<file path="src/logic/reel_types_pkg.sv">
`default_nettype none

package reel_types_pkg;

	// ----------------------------------------------------------------------
	// widths
	// ----------------------------------------------------------------------
	localparam int SYMBOL_W = 3;
	localparam int RAND_W   = 8;
	localparam int BET_W    = 7;
	localparam int PAYOUT_W = 10;

	// ----------------------------------------------------------------------
	// vector types
	// ----------------------------------------------------------------------
	// one of eight reel faces
	typedef logic [SYMBOL_W-1:0] symbol_t;

	// lfsr state word
	typedef logic [RAND_W-1:0]   rand_t;

	typedef logic [BET_W-1:0]    bet_t;

	// 100 x 10 = 1000 still fits in ten bits
	typedef logic [PAYOUT_W-1:0] payout_t;

endpackage

`default_nettype wire

</file>
<file path="src/logic/wager_rules_pkg.sv">
`default_nettype none

package wager_rules_pkg;

	import reel_types_pkg::*;

	// ----------------------------------------------------------------------
	// bet range
	// ----------------------------------------------------------------------
	localparam bet_t BET_MIN = bet_t'(1);
	localparam bet_t BET_MAX = bet_t'(100);

	// ----------------------------------------------------------------------
	// payout factors
	// ----------------------------------------------------------------------
	localparam logic [3:0] MULT_LOW  = 4'd2;
	localparam logic [3:0] MULT_MID  = 4'd5;
	localparam logic [3:0] MULT_HIGH = 4'd10;

	// symbol 3 is the jackpot face
	function automatic logic [3:0] symbol_mult(input symbol_t sym);
		logic [3:0] mult;
		case (sym)
			3'd0, 3'd2, 3'd5: mult = MULT_MID;
			3'd3:             mult = MULT_HIGH;
			default:          mult = MULT_LOW;
		endcase
		return mult;
	endfunction

endpackage

`default_nettype wire

</file>
<file path="src/logic/bet_counter.sv">
`timescale 1ns/1ps
`default_nettype none

module bet_counter import reel_types_pkg::*, wager_rules_pkg::*; (
	input  logic clk,
	input  logic rst,
	input  logic bet_up_key,
	input  logic bet_down_key,
	output bet_t bet
);

	logic [1:0] keys;
	logic [1:0] key_prev;
	logic       up_fall;
	logic       down_fall;

	// ----------------------------------------------------------------------
	// key edges
	// ----------------------------------------------------------------------
	assign keys = {bet_down_key, bet_up_key};

	always_ff @(posedge clk or negedge rst) begin
		if (!rst) begin
			key_prev <= 2'b11;
		end else begin
			key_prev <= keys;
		end
	end

	assign up_fall   = key_prev[0] & ~keys[0];
	assign down_fall = key_prev[1] & ~keys[1];

	// ----------------------------------------------------------------------
	// bet register
	// ----------------------------------------------------------------------
	// up has priority over down
	always_ff @(posedge clk or negedge rst) begin
		if (!rst) begin
			bet <= BET_MIN;
		end else if (up_fall) begin
			if (bet < BET_MAX) begin
				bet <= bet + 1'b1;
			end else begin
				bet <= BET_MIN;
			end
		end else if (down_fall) begin
			// saturates at the minimum
			if (bet > BET_MIN) begin
				bet <= bet - 1'b1;
			end
		end
	end

	a_bet_range: assert property (@(posedge clk) disable iff (!rst)
		bet inside {[BET_MIN:BET_MAX]});

endmodule

`default_nettype wire

</file>
<file path="src/logic/payout_calc.sv">
`timescale 1ns/1ps
`default_nettype none

module payout_calc import reel_types_pkg::*, wager_rules_pkg::*; (
	input  logic    clk,
	input  logic    rst,
	input  logic    spinning,
	input  logic    settle,
	input  symbol_t reel_left,
	input  symbol_t reel_center,
	input  symbol_t reel_right,
	input  bet_t    bet,
	output logic    win,
	output payout_t payout
);

	logic    match;
	payout_t product;

	// ----------------------------------------------------------------------
	// win judgement
	// ----------------------------------------------------------------------
	assign match = (reel_left == reel_center) && (reel_center == reel_right);

	// any reel gives the symbol on a match, center is used
	assign product = payout_t'(bet) * payout_t'(symbol_mult(reel_center));

	// ----------------------------------------------------------------------
	// result registers
	// ----------------------------------------------------------------------
	always_ff @(posedge clk or negedge rst) begin
		if (!rst) begin
			win    <= 1'b0;
			payout <= '0;
		end else if (spinning) begin
			win    <= 1'b0;
			payout <= '0;
		end else if (settle) begin
			win    <= match;
			payout <= match ? product : '0;
		end
	end

	// bet is never below one, so a win always pays
	a_pay_iff_win: assert property (@(posedge clk) disable iff (!rst)
		(payout != '0) == win);

endmodule

`default_nettype wire

</file>
<file path="src/logic/reel_bank.sv">
`timescale 1ns/1ps
`default_nettype none

module reel_bank import reel_types_pkg::*; #(
	parameter rand_t SEED_LEFT   = 8'h5a,
	parameter rand_t SEED_CENTER = 8'hc3,
	parameter rand_t SEED_RIGHT  = 8'h1e
) (
	input  logic    clk,
	input  logic    rst,
	input  logic    spinning,
	input  logic    tick_fast,
	input  logic    tick_mid,
	input  logic    tick_slow,
	output symbol_t reel_left,
	output symbol_t reel_center,
	output symbol_t reel_right
);

	// index 0 left, 1 center, 2 right
	localparam rand_t SEED [3] = '{SEED_LEFT, SEED_CENTER, SEED_RIGHT};

	rand_t      lfsr [3];
	symbol_t    reel [3];
	logic [2:0] load;

	// ----------------------------------------------------------------------
	// random sources
	// ----------------------------------------------------------------------
	// x^8 + x^6 + x^5 + x^4 + 1, period 255
	function automatic rand_t lfsr_next(input rand_t cur);
		logic fb;
		fb = cur[7] ^ cur[5] ^ cur[4] ^ cur[3];
		return {cur[6:0], fb};
	endfunction

	assign load = {tick_slow, tick_mid, tick_fast} & {3{spinning}};

	// ----------------------------------------------------------------------
	// reel registers
	// ----------------------------------------------------------------------
	always_ff @(posedge clk or negedge rst) begin
		if (!rst) begin
			for (int i = 0; i < 3; i++) begin
				lfsr[i] <= SEED[i];
				reel[i] <= '0;
			end
		end else begin
			for (int i = 0; i < 3; i++) begin
				lfsr[i] <= lfsr_next(lfsr[i]);
				if (load[i]) begin
					reel[i] <= lfsr[i][2:0];
				end
			end
		end
	end

	assign reel_left   = reel[0];
	assign reel_center = reel[1];
	assign reel_right  = reel[2];

	// reels are frozen between spins
	a_reels_hold: assert property (@(posedge clk) disable iff (!rst)
		!spinning |=> $stable({reel_left, reel_center, reel_right}));

endmodule

`default_nettype wire

</file>
<file path="src/logic/reel_timer.sv">
`timescale 1ns/1ps
`default_nettype none

module reel_timer #(
	parameter int         DIV_W         = 23,
	parameter int         TICK_BIT_FAST = 20,
	parameter int         TICK_BIT_MID  = 21,
	parameter int         TICK_BIT_SLOW = 22,
	parameter logic [7:0] STOP_TICKS    = 8'd20
) (
	input  logic clk,
	input  logic rst,
	input  logic spinning,
	output logic tick_fast,
	output logic tick_mid,
	output logic tick_slow,
	output logic spin_done
);

	logic [DIV_W-1:0] div;
	logic [2:0]       tap;
	logic [2:0]       tap_prev;
	logic [2:0]       ticks;
	logic [7:0]       stop_count;

	// ----------------------------------------------------------------------
	// divider and tick pulses
	// ----------------------------------------------------------------------
	// bit order is fast, mid, slow from lsb up
	assign tap = {div[TICK_BIT_SLOW], div[TICK_BIT_MID], div[TICK_BIT_FAST]};

	always_ff @(posedge clk or negedge rst) begin
		if (!rst) begin
			div      <= '0;
			tap_prev <= '0;
			ticks    <= '0;
		end else begin
			div      <= div + 1'b1;
			tap_prev <= tap;
			ticks    <= tap & ~tap_prev;
		end
	end

	assign tick_fast = ticks[0];
	assign tick_mid  = ticks[1];
	assign tick_slow = ticks[2];

	// ----------------------------------------------------------------------
	// stop counter
	// ----------------------------------------------------------------------
	always_ff @(posedge clk or negedge rst) begin
		if (!rst) begin
			stop_count <= '0;
		end else if (!spinning) begin
			stop_count <= '0;
		end else if (tick_mid && (stop_count < STOP_TICKS)) begin
			stop_count <= stop_count + 8'd1;
		end
	end

	assign spin_done = (stop_count >= STOP_TICKS);

	// each tick is a single cycle pulse
	a_tick_single: assert property (@(posedge clk) disable iff (!rst)
		(ticks & $past(ticks)) == 3'b000);

endmodule

`default_nettype wire

</file>
<file path="src/logic/slot_machine_top.sv">
`timescale 1ns/1ps
`default_nettype none

module slot_machine_top import reel_types_pkg::*; #(
	parameter int         DIV_W         = 23,
	parameter int         TICK_BIT_FAST = 20,
	parameter int         TICK_BIT_MID  = 21,
	parameter int         TICK_BIT_SLOW = 22,
	parameter logic [7:0] STOP_TICKS    = 8'd20,
	parameter rand_t      SEED_LEFT     = 8'h5a,
	parameter rand_t      SEED_CENTER   = 8'hc3,
	parameter rand_t      SEED_RIGHT    = 8'h1e
) (
	input  logic    clk,
	input  logic    rst,
	input  logic    spin_key,
	input  logic    bet_up_key,
	input  logic    bet_down_key,
	output logic    spinning,
	output logic    win,
	output symbol_t reel_left,
	output symbol_t reel_center,
	output symbol_t reel_right,
	output bet_t    bet,
	output payout_t payout
);

	logic tick_fast;
	logic tick_mid;
	logic tick_slow;
	logic spin_done;
	logic settle;

	// ----------------------------------------------------------------------
	// spin control
	// ----------------------------------------------------------------------
	spin_fsm u_spin_fsm (
		.clk       (clk),
		.rst       (rst),
		.spin_key  (spin_key),
		.spin_done (spin_done),
		.spinning  (spinning),
		.settle    (settle)
	);

	reel_timer #(
		.DIV_W         (DIV_W),
		.TICK_BIT_FAST (TICK_BIT_FAST),
		.TICK_BIT_MID  (TICK_BIT_MID),
		.TICK_BIT_SLOW (TICK_BIT_SLOW),
		.STOP_TICKS    (STOP_TICKS)
	) u_reel_timer (
		.clk       (clk),
		.rst       (rst),
		.spinning  (spinning),
		.tick_fast (tick_fast),
		.tick_mid  (tick_mid),
		.tick_slow (tick_slow),
		.spin_done (spin_done)
	);

	// ----------------------------------------------------------------------
	// reels, wager and result
	// ----------------------------------------------------------------------
	reel_bank #(
		.SEED_LEFT   (SEED_LEFT),
		.SEED_CENTER (SEED_CENTER),
		.SEED_RIGHT  (SEED_RIGHT)
	) u_reel_bank (
		.clk         (clk),
		.rst         (rst),
		.spinning    (spinning),
		.tick_fast   (tick_fast),
		.tick_mid    (tick_mid),
		.tick_slow   (tick_slow),
		.reel_left   (reel_left),
		.reel_center (reel_center),
		.reel_right  (reel_right)
	);

	bet_counter u_bet_counter (
		.clk          (clk),
		.rst          (rst),
		.bet_up_key   (bet_up_key),
		.bet_down_key (bet_down_key),
		.bet          (bet)
	);

	payout_calc u_payout_calc (
		.clk         (clk),
		.rst         (rst),
		.spinning    (spinning),
		.settle      (settle),
		.reel_left   (reel_left),
		.reel_center (reel_center),
		.reel_right  (reel_right),
		.bet         (bet),
		.win         (win),
		.payout      (payout)
	);

endmodule

`default_nettype wire

</file>
<file path="src/logic/spin_fsm.sv">
`timescale 1ns/1ps
`default_nettype none

module spin_fsm (
	input  logic clk,
	input  logic rst,
	input  logic spin_key,
	input  logic spin_done,
	output logic spinning,
	output logic settle
);

	typedef enum logic [1:0] {
		S_IDLE,
		S_SPIN,
		S_SETTLED
	} state_t;

	state_t state;
	logic   key_prev;
	logic   key_fall;

	// ----------------------------------------------------------------------
	// spin key edge
	// ----------------------------------------------------------------------
	// key idles high, so the previous sample resets high
	always_ff @(posedge clk or negedge rst) begin
		if (!rst) begin
			key_prev <= 1'b1;
		end else begin
			key_prev <= spin_key;
		end
	end

	assign key_fall = key_prev & ~spin_key;

	// ----------------------------------------------------------------------
	// state machine
	// ----------------------------------------------------------------------
	always_ff @(posedge clk or negedge rst) begin
		if (!rst) begin
			state    <= S_IDLE;
			spinning <= 1'b0;
			settle   <= 1'b0;
		end else begin
			settle <= 1'b0;
			case (state)
				S_IDLE, S_SETTLED: begin
					if (key_fall) begin
						state    <= S_SPIN;
						spinning <= 1'b1;
					end
				end
				S_SPIN: begin
					// key presses are ignored until the reels stop
					if (spin_done) begin
						state    <= S_SETTLED;
						spinning <= 1'b0;
						settle   <= 1'b1;
					end
				end
				default: begin
					state    <= S_IDLE;
					spinning <= 1'b0;
				end
			endcase
		end
	end

	// settle is the cycle right after the reels have stopped
	a_settle_apart: assert property (@(posedge clk) disable iff (!rst)
		!(spinning && settle));

endmodule

`default_nettype wire

</file>
<file path="config.mk">
export PLATFORM = sky130hd
export DESIGN_NAME = slot_machine_top
export DESIGN_NICKNAME = d
export VERILOG_FILES = /design/src/logic/reel_types_pkg.sv /design/src/logic/wager_rules_pkg.sv /design/src/logic/bet_counter.sv /design/src/logic/payout_calc.sv /design/src/logic/reel_bank.sv /design/src/logic/reel_timer.sv /design/src/logic/slot_machine_top.sv /design/src/logic/spin_fsm.sv
export SDC_FILE = /design/constraint.sdc
export NUM_CORES = 1
export LEC_CHECK = 0
export BUFFER_PORTS_ARGS = -buffer_cell sky130_fd_sc_hd__buf_4
export CORE_ASPECT_RATIO = 2
export CORE_MARGIN = 4
export CORE_UTILIZATION = 51
export CTS_CLUSTER_DIAMETER = 40
export CTS_CLUSTER_SIZE = 20
export DETAILED_ROUTE_END_ITERATION = 8
export PLACE_DENSITY_LB_ADDON = 0.3
export SYNTH_ARGS = -nofsm -noshare
export SYNTH_HDL_FRONTEND = slang
export SYNTH_SLANG_ARGS = --single-unit
export TNS_END_PERCENT = 20
</file>
<file path="constraint.sdc">
create_clock -name clk -period 3.6 [get_ports clk]
set_input_delay 0.36 -clock clk [delete_from_list [all_inputs] [get_ports clk]]
set_output_delay 0.36 -clock clk [all_outputs]
set_load 0.03 [all_outputs]
</file>
==> results of run 1 <==
==> state kept, by name, indices dropped and copies added, names as in the netlist <==
| register | flops |
|---|---|
| u_reel_bank.reel_right | 3 |
| u_reel_bank.reel_center | 3 |
| u_bet_counter.bet | 7 |
| u_reel_bank.reel_left | 3 |
| u_payout_calc.win | 1 |
| u_reel_timer.tap_prev | 3 |
| u_spin_fsm.settle | 1 |
| u_reel_timer.div | 23 |
| u_spin_fsm.spinning | 1 |
| u_reel_bank.lfsr | 24 |
| u_payout_calc.payout | 10 |
| u_spin_fsm.key_prev | 1 |
| u_reel_timer.ticks | 3 |
| u_bet_counter.key_prev | 2 |
| u_spin_fsm.state | 2 |
| u_reel_timer.stop_count | 8 |
==> metal layers <==
layer,vias to the layer above,global-route usage [%],routed length (microns)
li1,1380,-,-
met2,70,31.27,4685
met5,-,0,0
met3,22,3.736,316
met4,0,8.818,300
met1,1428,20.03,3257
==> power groups by stage <==
| stage | combinational [mW] | clock [mW] | sequential [mW] |
|---|---|---|---|
| after floorplan | 0.580 | 0 | 1.25 |
| after global placement | 0.877 | 0 | 1.23 |
| after detailed placement | 0.884 | 0 | 1.23 |
| after CTS | 0.892 | 1.04 | 1.21 |
| after global routing | 0.993 | 1.09 | 1.21 |
| final | 0.891 | 1.01 | 1.21 |
==> kinds of logic (layout without fill, tap and decap cells) <==
family / count (synthesis) / count (layout) / synth area share (%)
multiplexers: 9 / 9 / 2.262
AO/OA/AOI/OAI: 55 / 55 / 8.657
buffers and inverters: 35 / 75 / 3.184
XOR/XNOR: 41 / 41 / 8.014
AND/OR/NAND/NOR: 119 / 119 / 14.61
adder cells (fa/ha/maj): 29 / 29 / 9.774
flip-flops: 95 / 95 / 53.50
==> cell type report <==
class	instances	share of cell area, %
repair buffers	36	5.234
inverters	23	1.672
clock buffers	11	4.701
flip-flops and latches	95	46.47
multi-input cells	253	37.92
clock inverters	5	1.575
well taps	100	2.423
==> stage by stage <==
| step | total power [mW] | hold slack, ns | cells | worst slack [ns] | cell area (sq um) |
|---|---|---|---|---|---|
| floorplan | 1.828 | 0.06441 | 383 | 0.2496 | 4481 |
| detailed placement | 2.110 | 0.3463 | 507 | 0.1706 | 4826 |
| global placement | 2.103 | 0.3365 | 507 | 0.2688 | 4826 |
| global route | 3.300 | 0.1207 | 523 | 0.01586 | 5164 |
| finish | 3.109 | 0.1343 | 523 | 0.1547 | 5164 |
| CTS | 3.143 | 0.1156 | 523 | 0.1577 | 5150 |
==> synthesized netlist by cell type (2+ instances only) <==
master,number
and2_1,18
nor3_1,6
o21ai_1,2
a21o_1,3
mux2_2,9
o21bai_1,2
buf_2,6
nor2_1,14
and3b_1,3
dfrtp_1,79
nand3_1,17
ha_1,19
o31ai_1,2
nor2b_1,5
a211oi_1,3
xor2_1,10
fa_1,10
o21ai_0,8
nand4_1,7
a22o_1,11
xnor2_1,31
and4_1,3
clkbuf_1,5
nand2b_1,6
inv_1,23
o22ai_1,3
nand2_1,22
dfstp_2,16
and3_1,10
a21oi_1,9
a31oi_1,5
nor4_1,3
==> worst register-to-register path, cell delays in order (launching register included) <==
cell and delay (ns):
dfrtp_2 0.44, nand3b_1 0.20, o21a_2 0.19, and2_1 0.18, fa_1 0.51, inv_1 0.06, fa_1 0.50, inv_1 0.04
ha_1 0.37, nand3_1 0.14, a21oi_1 0.17, and3b_1 0.21, xnor2_1 0.13, a22o_1 0.20
==> worst paths after layout <==
| path | to | slack (ns) | startpoint | cells past startpoint |
|---|---|---|---|---|
| max | u_payout_calc.payout[9] | 0.15 | u_reel_bank.reel_center[1] | 13 |
| min | u_spin_fsm.key_prev | 0.13 | spin_key | 1 |
| max reg2reg | u_payout_calc.payout[9] | 0.15 | u_reel_bank.reel_center[1] | 13 |
| min reg2reg | u_reel_bank.lfsr[7] | 0.36 | u_reel_bank.lfsr[6] | 0 |
| max in group asynchronous | u_reel_bank.lfsr[19] | 2.61 | rst | 2 |
| min in group asynchronous | u_bet_counter.bet[4] | 0.15 | rst | 1 |
==> what timing repair did <==
| action | CTS | global route |
|---|---|---|
| setup endpoints to repair | 0 | 3 |
| hold endpoints to repair | 0 | 0 |
| gates resized for setup | 0 | 6 |
==> results_dict.tcl, run 1 <==
set metrics [dict create \
    dp_hpwl_mm 6.375 \
    drv_slew 0 \
    slowest_delay_ns 0.51 \
    grt_max_degree 80 \
    synth-seq-cells 95 \
    start_kind "register" \
    outcome "finished, final reports clean" \
    max_freq_ghz 0.2902 \
    fin_worst_skew_ns 0.007801 \
    ys_warn_count 0 \
    final_common_cell "dfrtp_1" \
    critPathMaxFanout 7 \
    synth_edf_count 0 \
    syn_area_sq_um 4481 \
    relSlewSlack_pct 35.25 \
    worst_setup_path_end_kind "register" \
    dr.pass1.iters 4 \
    slowest_stage "fa_1" \
    rsz0062_at_grt "no" \
    fp.dieH_microns 140.6 \
    cts_root_buffer "clkbuf_16" \
    period_share_pct 95.70 \
    async_flop_share_pct 100.0 \
    crit_chain "nand3b_1 > o21a_2 > and2_1 > fa_1 > inv_1 > fa_1 > inv_1 > ha_1 > nand3_1 > a21oi_1 > and3b_1 > xnor2_1 > a22o_1" \
    p_leak_nw 2.525 \
    gr-usage-all-layers_pct 17.94 \
    cts_tree "done" \
    cts_hold_buf 0 \
    synth_cell_types 45 \
    critical_path_class "register to register" \
    drv_cap 0 \
    p_switching_mw 1.024 \
    setup_tns_ns 0 \
    synth_ff_type "dfrtp_1" \
    area_growth_pct 15.25 \
    ys_seq_area_share_pct 53.50 \
    synth_top_area_share_pct 44.12 \
    avgViaCountPerCell 5.545 \
    cts_made_buffers 9 \
    drtIter0Drc 102 \
    swShare_pct 32.95 \
    path_buf_inv 2 \
    diodes 0 \
    gp_congestion 0.9113 \
    drc 0 \
    seqPwrFrac_pct 38.8 \
    drt_wl_total_mm 8.560 \
    vias 2900 \
    syn_inst 383 \
    clk_latency_ns 0.34 \
    cts.sinks 95 \
    cp_data_required_time_ns 3.82 \
    layout_min_cycle_time_ns 3.445 \
    grt_pass1_wl_mm 14.17 \
    clk_pin_slew_worst_paths_ns 0.07 \
    postRouteAntennaNets 0 \
    cp.arrival_ns 3.67 \
    synth.area.top_cells "dfrtp_1 (44%), dfstp_2 (9.4%), xnor2_1 (6.1%)" \
    dieArea_sq_um 10440 \
    boundaryPins 33 \
    rows 48 \
    cts_setup_buffers 0 \
    antenna_found_initial 0 \
    hold_viol 0 \
    path_delay_family "adder cells" \
    seq_area_sq_um 2400 \
    pwr-share-clk_pct 32.5 \
    power.density_nw_per_um2 602.0 \
    wire_per_inst_microns 16.37 \
    avgSynthCellArea_sq_um 11.70 \
    syn_nets 417 \
    final_cell_mix "dfrtp_1 (77), buf_4 (36), xnor2_1 (31), inv_1 (23), nand2_1 (22)" \
    final_util_pct 60.13 \
    initial_core_util_pct 52.17 \
    power.share.combinational_pct 28.7 \
    layout.nets 452 \
    intPower_mw 2.084 \
    vdd_drop_max_uv 323.5 \
    min_path_type "input pin to register" \
    coreArea_sq_um 8588 \
    final_layout_size_suffix_gt1_share_pct 20.80 \
    die_x_microns 74.28 \
    htreeDepth 3 \
    cts_buffer_depth 2 \
    gr-total-overflow 0 \
    grt_pass1_vias 2997 \
    multi_input_area_sq_um 1958 \
    numPortBuffers 32 \
    finalSetupViolations 0 \
    fill_cells 684 \
    tightest_slew_ns 0.9686 \
    synth_top_area_cell "dfrtp_1" \
]
Note: power is estimated with default switching activity, not from simulation.
==> run 2: changes to the inputs <==
==> constraint.sdc (replaced) <==
create_clock -name clk -period 3.6 [get_ports clk]
set_input_delay 0.72 -clock clk [delete_from_list [all_inputs] [get_ports clk]]
set_output_delay 0.72 -clock clk [all_outputs]
set_load 0.03 [all_outputs]
==> results_dict.tcl, run 2 (synthesis results as in run 1) <==
set metrics [dict create \
    outcome "finished, final reports clean" \
    vias 2905 \
    postRouteAntennaNets 0 \
    highest-signal-layer "met4" \
    setup_tns_ns 0 \
    timing.final.ws_setup_ns 0.1900 \
    grt_pass1_wl_mm 14.63 \
    seq_area_sq_um 2399 \
    post-place-ws_ns 0.1859 \
    finalSetupViolations 0 \
    final_util_pct 59.80 \
    diodes 0 \
    regMostFlops "u_reel_bank.lfsr" \
    drv_slew 0 \
    grt_max_degree 59 \
    layout_min_cycle_time_ns 3.410 \
    drv_cap 0 \
    clk_pin_slew_worst_paths_ns 0.07 \
    pwr-share-clk_pct 31.5 \
    cts_made_buffers 9 \
    worst_setup_path_end_kind "register" \
    area_growth_pct 14.63 \
    dr.pass1.iters 4 \
    fill_cells 708 \
    boundaryPins 33 \
    route.met3.wl_microns 281 \
    die_x_microns 74.28 \
    drtIter0Drc 118 \
    grt_pass1_vias 3092 \
    coreArea_sq_um 8588 \
    cts_hold_buf 0 \
    largest_reg_flops 24 \
    rsz0062_at_grt "no" \
    fp.dieH_microns 140.6 \
    antenna_found_initial 0 \
    crit_path_start "u_reel_bank.reel_center[1]" \
    final_layout_size_suffix_gt1_share_pct 20.38 \
    vdd_drop_max_uv 328.6 \
    intPower_mw 2.007 \
    min_path_type "register to register" \
    avgViaCountPerCell 5.565 \
    cts_root_buffer "clkbuf_16" \
    cts_buffer_depth 2 \
    multi_input_area_sq_um 1956 \
    htreeDepth 3 \
    power.density_nw_per_um2 592.1 \
    seqPwrFrac_pct 40.1 \
    relSlewSlack_pct 33.51 \
    rows 48 \
    drt_wl_total_mm 8.650 \
    max_freq_ghz 0.2933 \
    tightest_slew_ns 0.9947 \
    start_kind "register" \
    layout.nets 451 \
    clk_latency_ns 0.34 \
    gr-total-overflow 0 \
    power.share.combinational_pct 28.4 \
    dp_hpwl_mm 6.483 \
    initial_core_util_pct 52.17 \
    dieArea_sq_um 10440 \
    wire_per_inst_microns 16.57 \
    p_leak_nw 2.514 \
    period_share_pct 94.72 \
    r2r_start "u_reel_bank.reel_center[1]" \
    hold_viol 0 \
    numPortBuffers 32 \
    gp_congestion 0.9137 \
    final_cell_mix "dfrtp_1 (78), buf_4 (35), xnor2_1 (31), inv_1 (23), nand2_1 (22)" \
    route.met2.wl_mm 4.746 \
    cts.sinks 95 \
    drc 0 \
    cts_setup_buffers 0 \
    hp-start "u_reel_bank.lfsr[1]" \
    cp.arrival_ns 3.64 \
    final_common_cell "dfrtp_1" \
    gr-usage-all-layers_pct 18.50 \
    cp_data_required_time_ns 3.83 \
    wl_met1_mm 3.383 \
    largest_registers "u_reel_bank.lfsr (24), u_reel_timer.div (23), u_payout_calc.payout (10)" \
    p_switching_mw 1.034 \
    swShare_pct 34.01 \
    cts_tree "done" \
    critPathMaxFanout 7 \
    critical_path_class "register to register" \
    fin_worst_skew_ns 0.006699 \
]
run 2: critical path, stage by stage, from the launching register on:
cell      delay, ns
dfrtp_1        0.43
nand3b_1       0.22
o21a_2         0.19
nor2_1         0.20
fa_1           0.47
fa_1           0.52
fa_1           0.49
a211oi_1       0.23
o21bai_1       0.10
a21oi_1        0.18
xnor2_1        0.08
a22o_1         0.19
run 2: final cells by class:
class / instances / area share [%]
Clock buffer: 10 / 4.653
Clock inverter: 6 / 1.340
Inverter: 23 / 1.681
Multi-Input combinational cell: 253 / 38.08
Sequential cell: 95 / 46.70
Tap cell: 100 / 2.436
Timing Repair Buffer: 35 / 5.116
run 2: final timing paths:
path / cells after the start / endpoint / slack [ns]
worst max-delay path: 11 / u_payout_calc.payout[8] / 0.19
worst min-delay path: 0 / u_reel_bank.lfsr[2] / 0.37
worst max register to register: 11 / u_payout_calc.payout[8] / 0.19
worst min register to register: 0 / u_reel_bank.lfsr[2] / 0.37
max in group asynchronous: 2 / u_reel_bank.lfsr[19] / 2.34
min in group asynchronous: 1 / u_bet_counter.bet[3] / 0.43
run 2: power groups by stage:
stage	combinational, mW	sequential [mW]	clock (mW)
floorplan	0.580	1.25	0
global placement	0.858	1.24	0
detailed placement	0.868	1.24	0
CTS	0.871	1.22	0.992
global route	0.967	1.23	1.04
finish	0.864	1.22	0.958
run 2: metrics by stage:
step	area, sq um	cells	power (mW)	hold WS (ns)
5_1_grt	5136	522	3.232	0.3694
3_5_place_dp	4818	506	2.107	0.3496
3_3_place_gp	4818	506	2.095	0.3376
4_1_cts	5126	522	3.084	0.3665
2_1_floorplan	4481	383	1.828	0.3312
6_report	5136	522	3.041	0.3664
run 2: what timing repair did:
item / 4_1_cts / 5_1_grt
endpoints found under the setup margin: 0 / 2
resized for setup: 0 / 4
endpoints found under the hold margin: 0 / 0
run 2: routing by layer:
layer,vias to the layer above,global-route usage [%]
met2,45,33.10
met4,0,7.786
met1,1459,20.53
met3,16,3.736
li1,1385,-
met5,-,0
==> run 3: changes to the inputs <==
--- a/config.mk
+++ b/config.mk
@@ -11,5 +11,5 @@
 export CORE_UTILIZATION = 51
 export CTS_CLUSTER_DIAMETER = 40
-export CTS_CLUSTER_SIZE = 20
+export CTS_CLUSTER_SIZE = 10
 export DETAILED_ROUTE_END_ITERATION = 8
 export PLACE_DENSITY_LB_ADDON = 0.3
==> constraint.sdc (replaced) <==
create_clock -name clk -period 3.6 [get_ports clk]
set_input_delay 0.54 -clock clk [delete_from_list [all_inputs] [get_ports clk]]
set_output_delay 0.54 -clock clk [all_outputs]
set_load 0.03 [all_outputs]
==> results_dict.tcl, run 3 (synthesis results as in run 1) <==
set metrics [dict create \
    vdd_drop_max_uv 334.3 \
    finalSetupViolations 0 \
    grt_pass1_wl_mm 14.61 \
    swShare_pct 34.23 \
    boundaryPins 33 \
    regMostFlops "u_reel_bank.lfsr" \
    drt_wl_total_mm 8.692 \
    gr-usage-all-layers_pct 18.37 \
    max_freq_ghz 0.2962 \
    cp_data_required_time_ns 3.83 \
    final_cell_mix "dfrtp_1 (78), buf_4 (36), xnor2_1 (31), inv_1 (23), nand2_1 (22)" \
    outcome "finished, final reports clean" \
    power.share.combinational_pct 29.1 \
    vias 2932 \
    fp.dieH_microns 140.6 \
    cp.arrival_ns 3.61 \
    seqPwrFrac_pct 39.8 \
    final_layout_size_suffix_gt1_share_pct 20.57 \
    cts_root_buffer "clkbuf_16" \
    power.density_nw_per_um2 590.4 \
    cts_buffer_depth 2 \
    drv_slew 0 \
    pwr-share-clk_pct 31.1 \
    largest_reg_flops 24 \
    final_common_cell "dfrtp_1" \
    reg2reg_depth 11 \
    r2r_end "u_payout_calc.payout[8]" \
    cts_setup_buffers 0 \
    layout_min_cycle_time_ns 3.376 \
    drv_cap 0 \
    ctsResizeCount 0 \
    drc 0 \
    cts_tree "done" \
    gr-total-overflow 0 \
    wire_per_inst_microns 16.62 \
    dp_hpwl_mm 6.419 \
    grt_pass1_vias 3048 \
    rows 48 \
    period_share_pct 93.77 \
    dieArea_sq_um 10440 \
    p_leak_nw 2.512 \
    drtIter0Drc 93 \
    antenna_found_initial 0 \
    critPathMaxFanout 7 \
    grt_max_degree 58 \
    die_x_microns 74.28 \
    postRouteAntennaNets 0 \
    worst_setup_path_end_kind "register" \
    cts_hold_buf 0 \
    gp_congestion 0.9265 \
    cts_made_buffers 9 \
    area_growth_pct 14.58 \
    power_mw 3.031 \
    relSlewSlack_pct 33.16 \
    p_switching_mw 1.038 \
    htreeDepth 3 \
    intPower_mw 1.993 \
    coreArea_sq_um 8588 \
    hold_viol 0 \
    largest_registers "u_reel_bank.lfsr (24), u_reel_timer.div (23), u_payout_calc.payout (10)" \
    tightest_slew_ns 1.000 \
    diodes 0 \
    rrSetupSlack_ns 0.22 \
    setup_tns_ns 0 \
    min_path_type "input pin to async pin" \
    rsz0062_at_grt "no" \
    start_kind "register" \
    initial_core_util_pct 52.17 \
    clk_pin_slew_worst_paths_ns 0.06 \
    numPortBuffers 32 \
    dr.pass1.iters 4 \
    layout.nets 452 \
    critical_path_class "register to register" \
    cts.sinks 95 \
    avgViaCountPerCell 5.606 \
    r2r_start "u_reel_bank.reel_center[1]" \
    clk_latency_ns 0.34 \
    fin_worst_skew_ns 0.006643 \
]
-- run 3: cell count changes in the layout (fill, tap and decap cells not counted), sizes merged --
cell	before	now
clkinvlp	1	2
clkbuf	10	9
buf	35	36
-- run 3: critical path, stage by stage, from the launching register on --
cell,delay (ns)
dfrtp_1,0.43
nand3b_1,0.21
o21a_2,0.18
nor2_1,0.19
fa_1,0.47
fa_1,0.53
fa_1,0.49
a211oi_1,0.23
o21bai_1,0.10
a21oi_1,0.18
xnor2_1,0.08
a22o_1,0.19
-- run 3: layout make-up --
type / count / area [sq um]
Tap cell: 100 / 125.1
Clock buffer: 9 / 225.2
Multi-Input combinational cell: 253 / 1956
Timing Repair Buffer: 36 / 270.3
Fill cell: 702 / 3455
Clock inverter: 7 / 72.57
Inverter: 23 / 86.33
Sequential cell: 95 / 2399
-- run 3: power by group through the flow --
stage	combinational, mW	clock [mW]	sequential [mW]
5_1_grt	0.995	1.02	1.22
6_report	0.883	0.941	1.21
3_3_place_gp	0.876	0	1.23
4_1_cts	0.893	0.970	1.21
2_1_floorplan	0.580	0	1.25
3_5_place_dp	0.888	0	1.23
-- run 3: routing by layer --
metal  vias to the layer above  GRT usage (%)  routed length, microns
met5                         -              0                       0
met4                         0          8.630                     275
met3                        18          4.095                     333
met2                        61          31.93                    4757
met1                      1475          20.65                    3325
li1                       1378              -                       -
-- run 3: how the worst max path moves through the flow --
stage | startpoint | end | slack, ns | cells after the start
floorplan | u_reel_bank.reel_center[1] | u_payout_calc.payout[8] | 0.25 | 11
global placement | u_reel_bank.reel_center[0] | u_payout_calc.payout[7] | 0.27 | 13
detailed placement | u_reel_bank.reel_center[0] | u_payout_calc.payout[7] | 0.18 | 13
CTS | u_reel_bank.reel_center[0] | u_payout_calc.payout[7] | 0.17 | 13
global route | u_reel_bank.reel_center[1] | u_payout_calc.payout[8] | 0.03 | 11
finish | u_reel_bank.reel_center[1] | u_payout_calc.payout[8] | 0.22 | 11
-- run 3: metrics by stage --
| step | setup WS [ns] | instances | area, sq um | util (%) | hold WS (ns) |
|---|---|---|---|---|---|
| after floorplan | 0.2496 | 383 | 4481 | - | 0.2444 |
| after global placement | 0.2746 | 507 | 4826 | 56.19 | 0.3408 |
| after detailed placement | 0.1803 | 507 | 4826 | 56.19 | 0.3484 |
| after CTS | 0.1746 | 523 | 5124 | 59.66 | 0.2636 |
| after global routing | 0.03460 | 523 | 5134 | 59.78 | 0.2791 |
| final | 0.2242 | 523 | 5134 | 59.78 | 0.2392 |
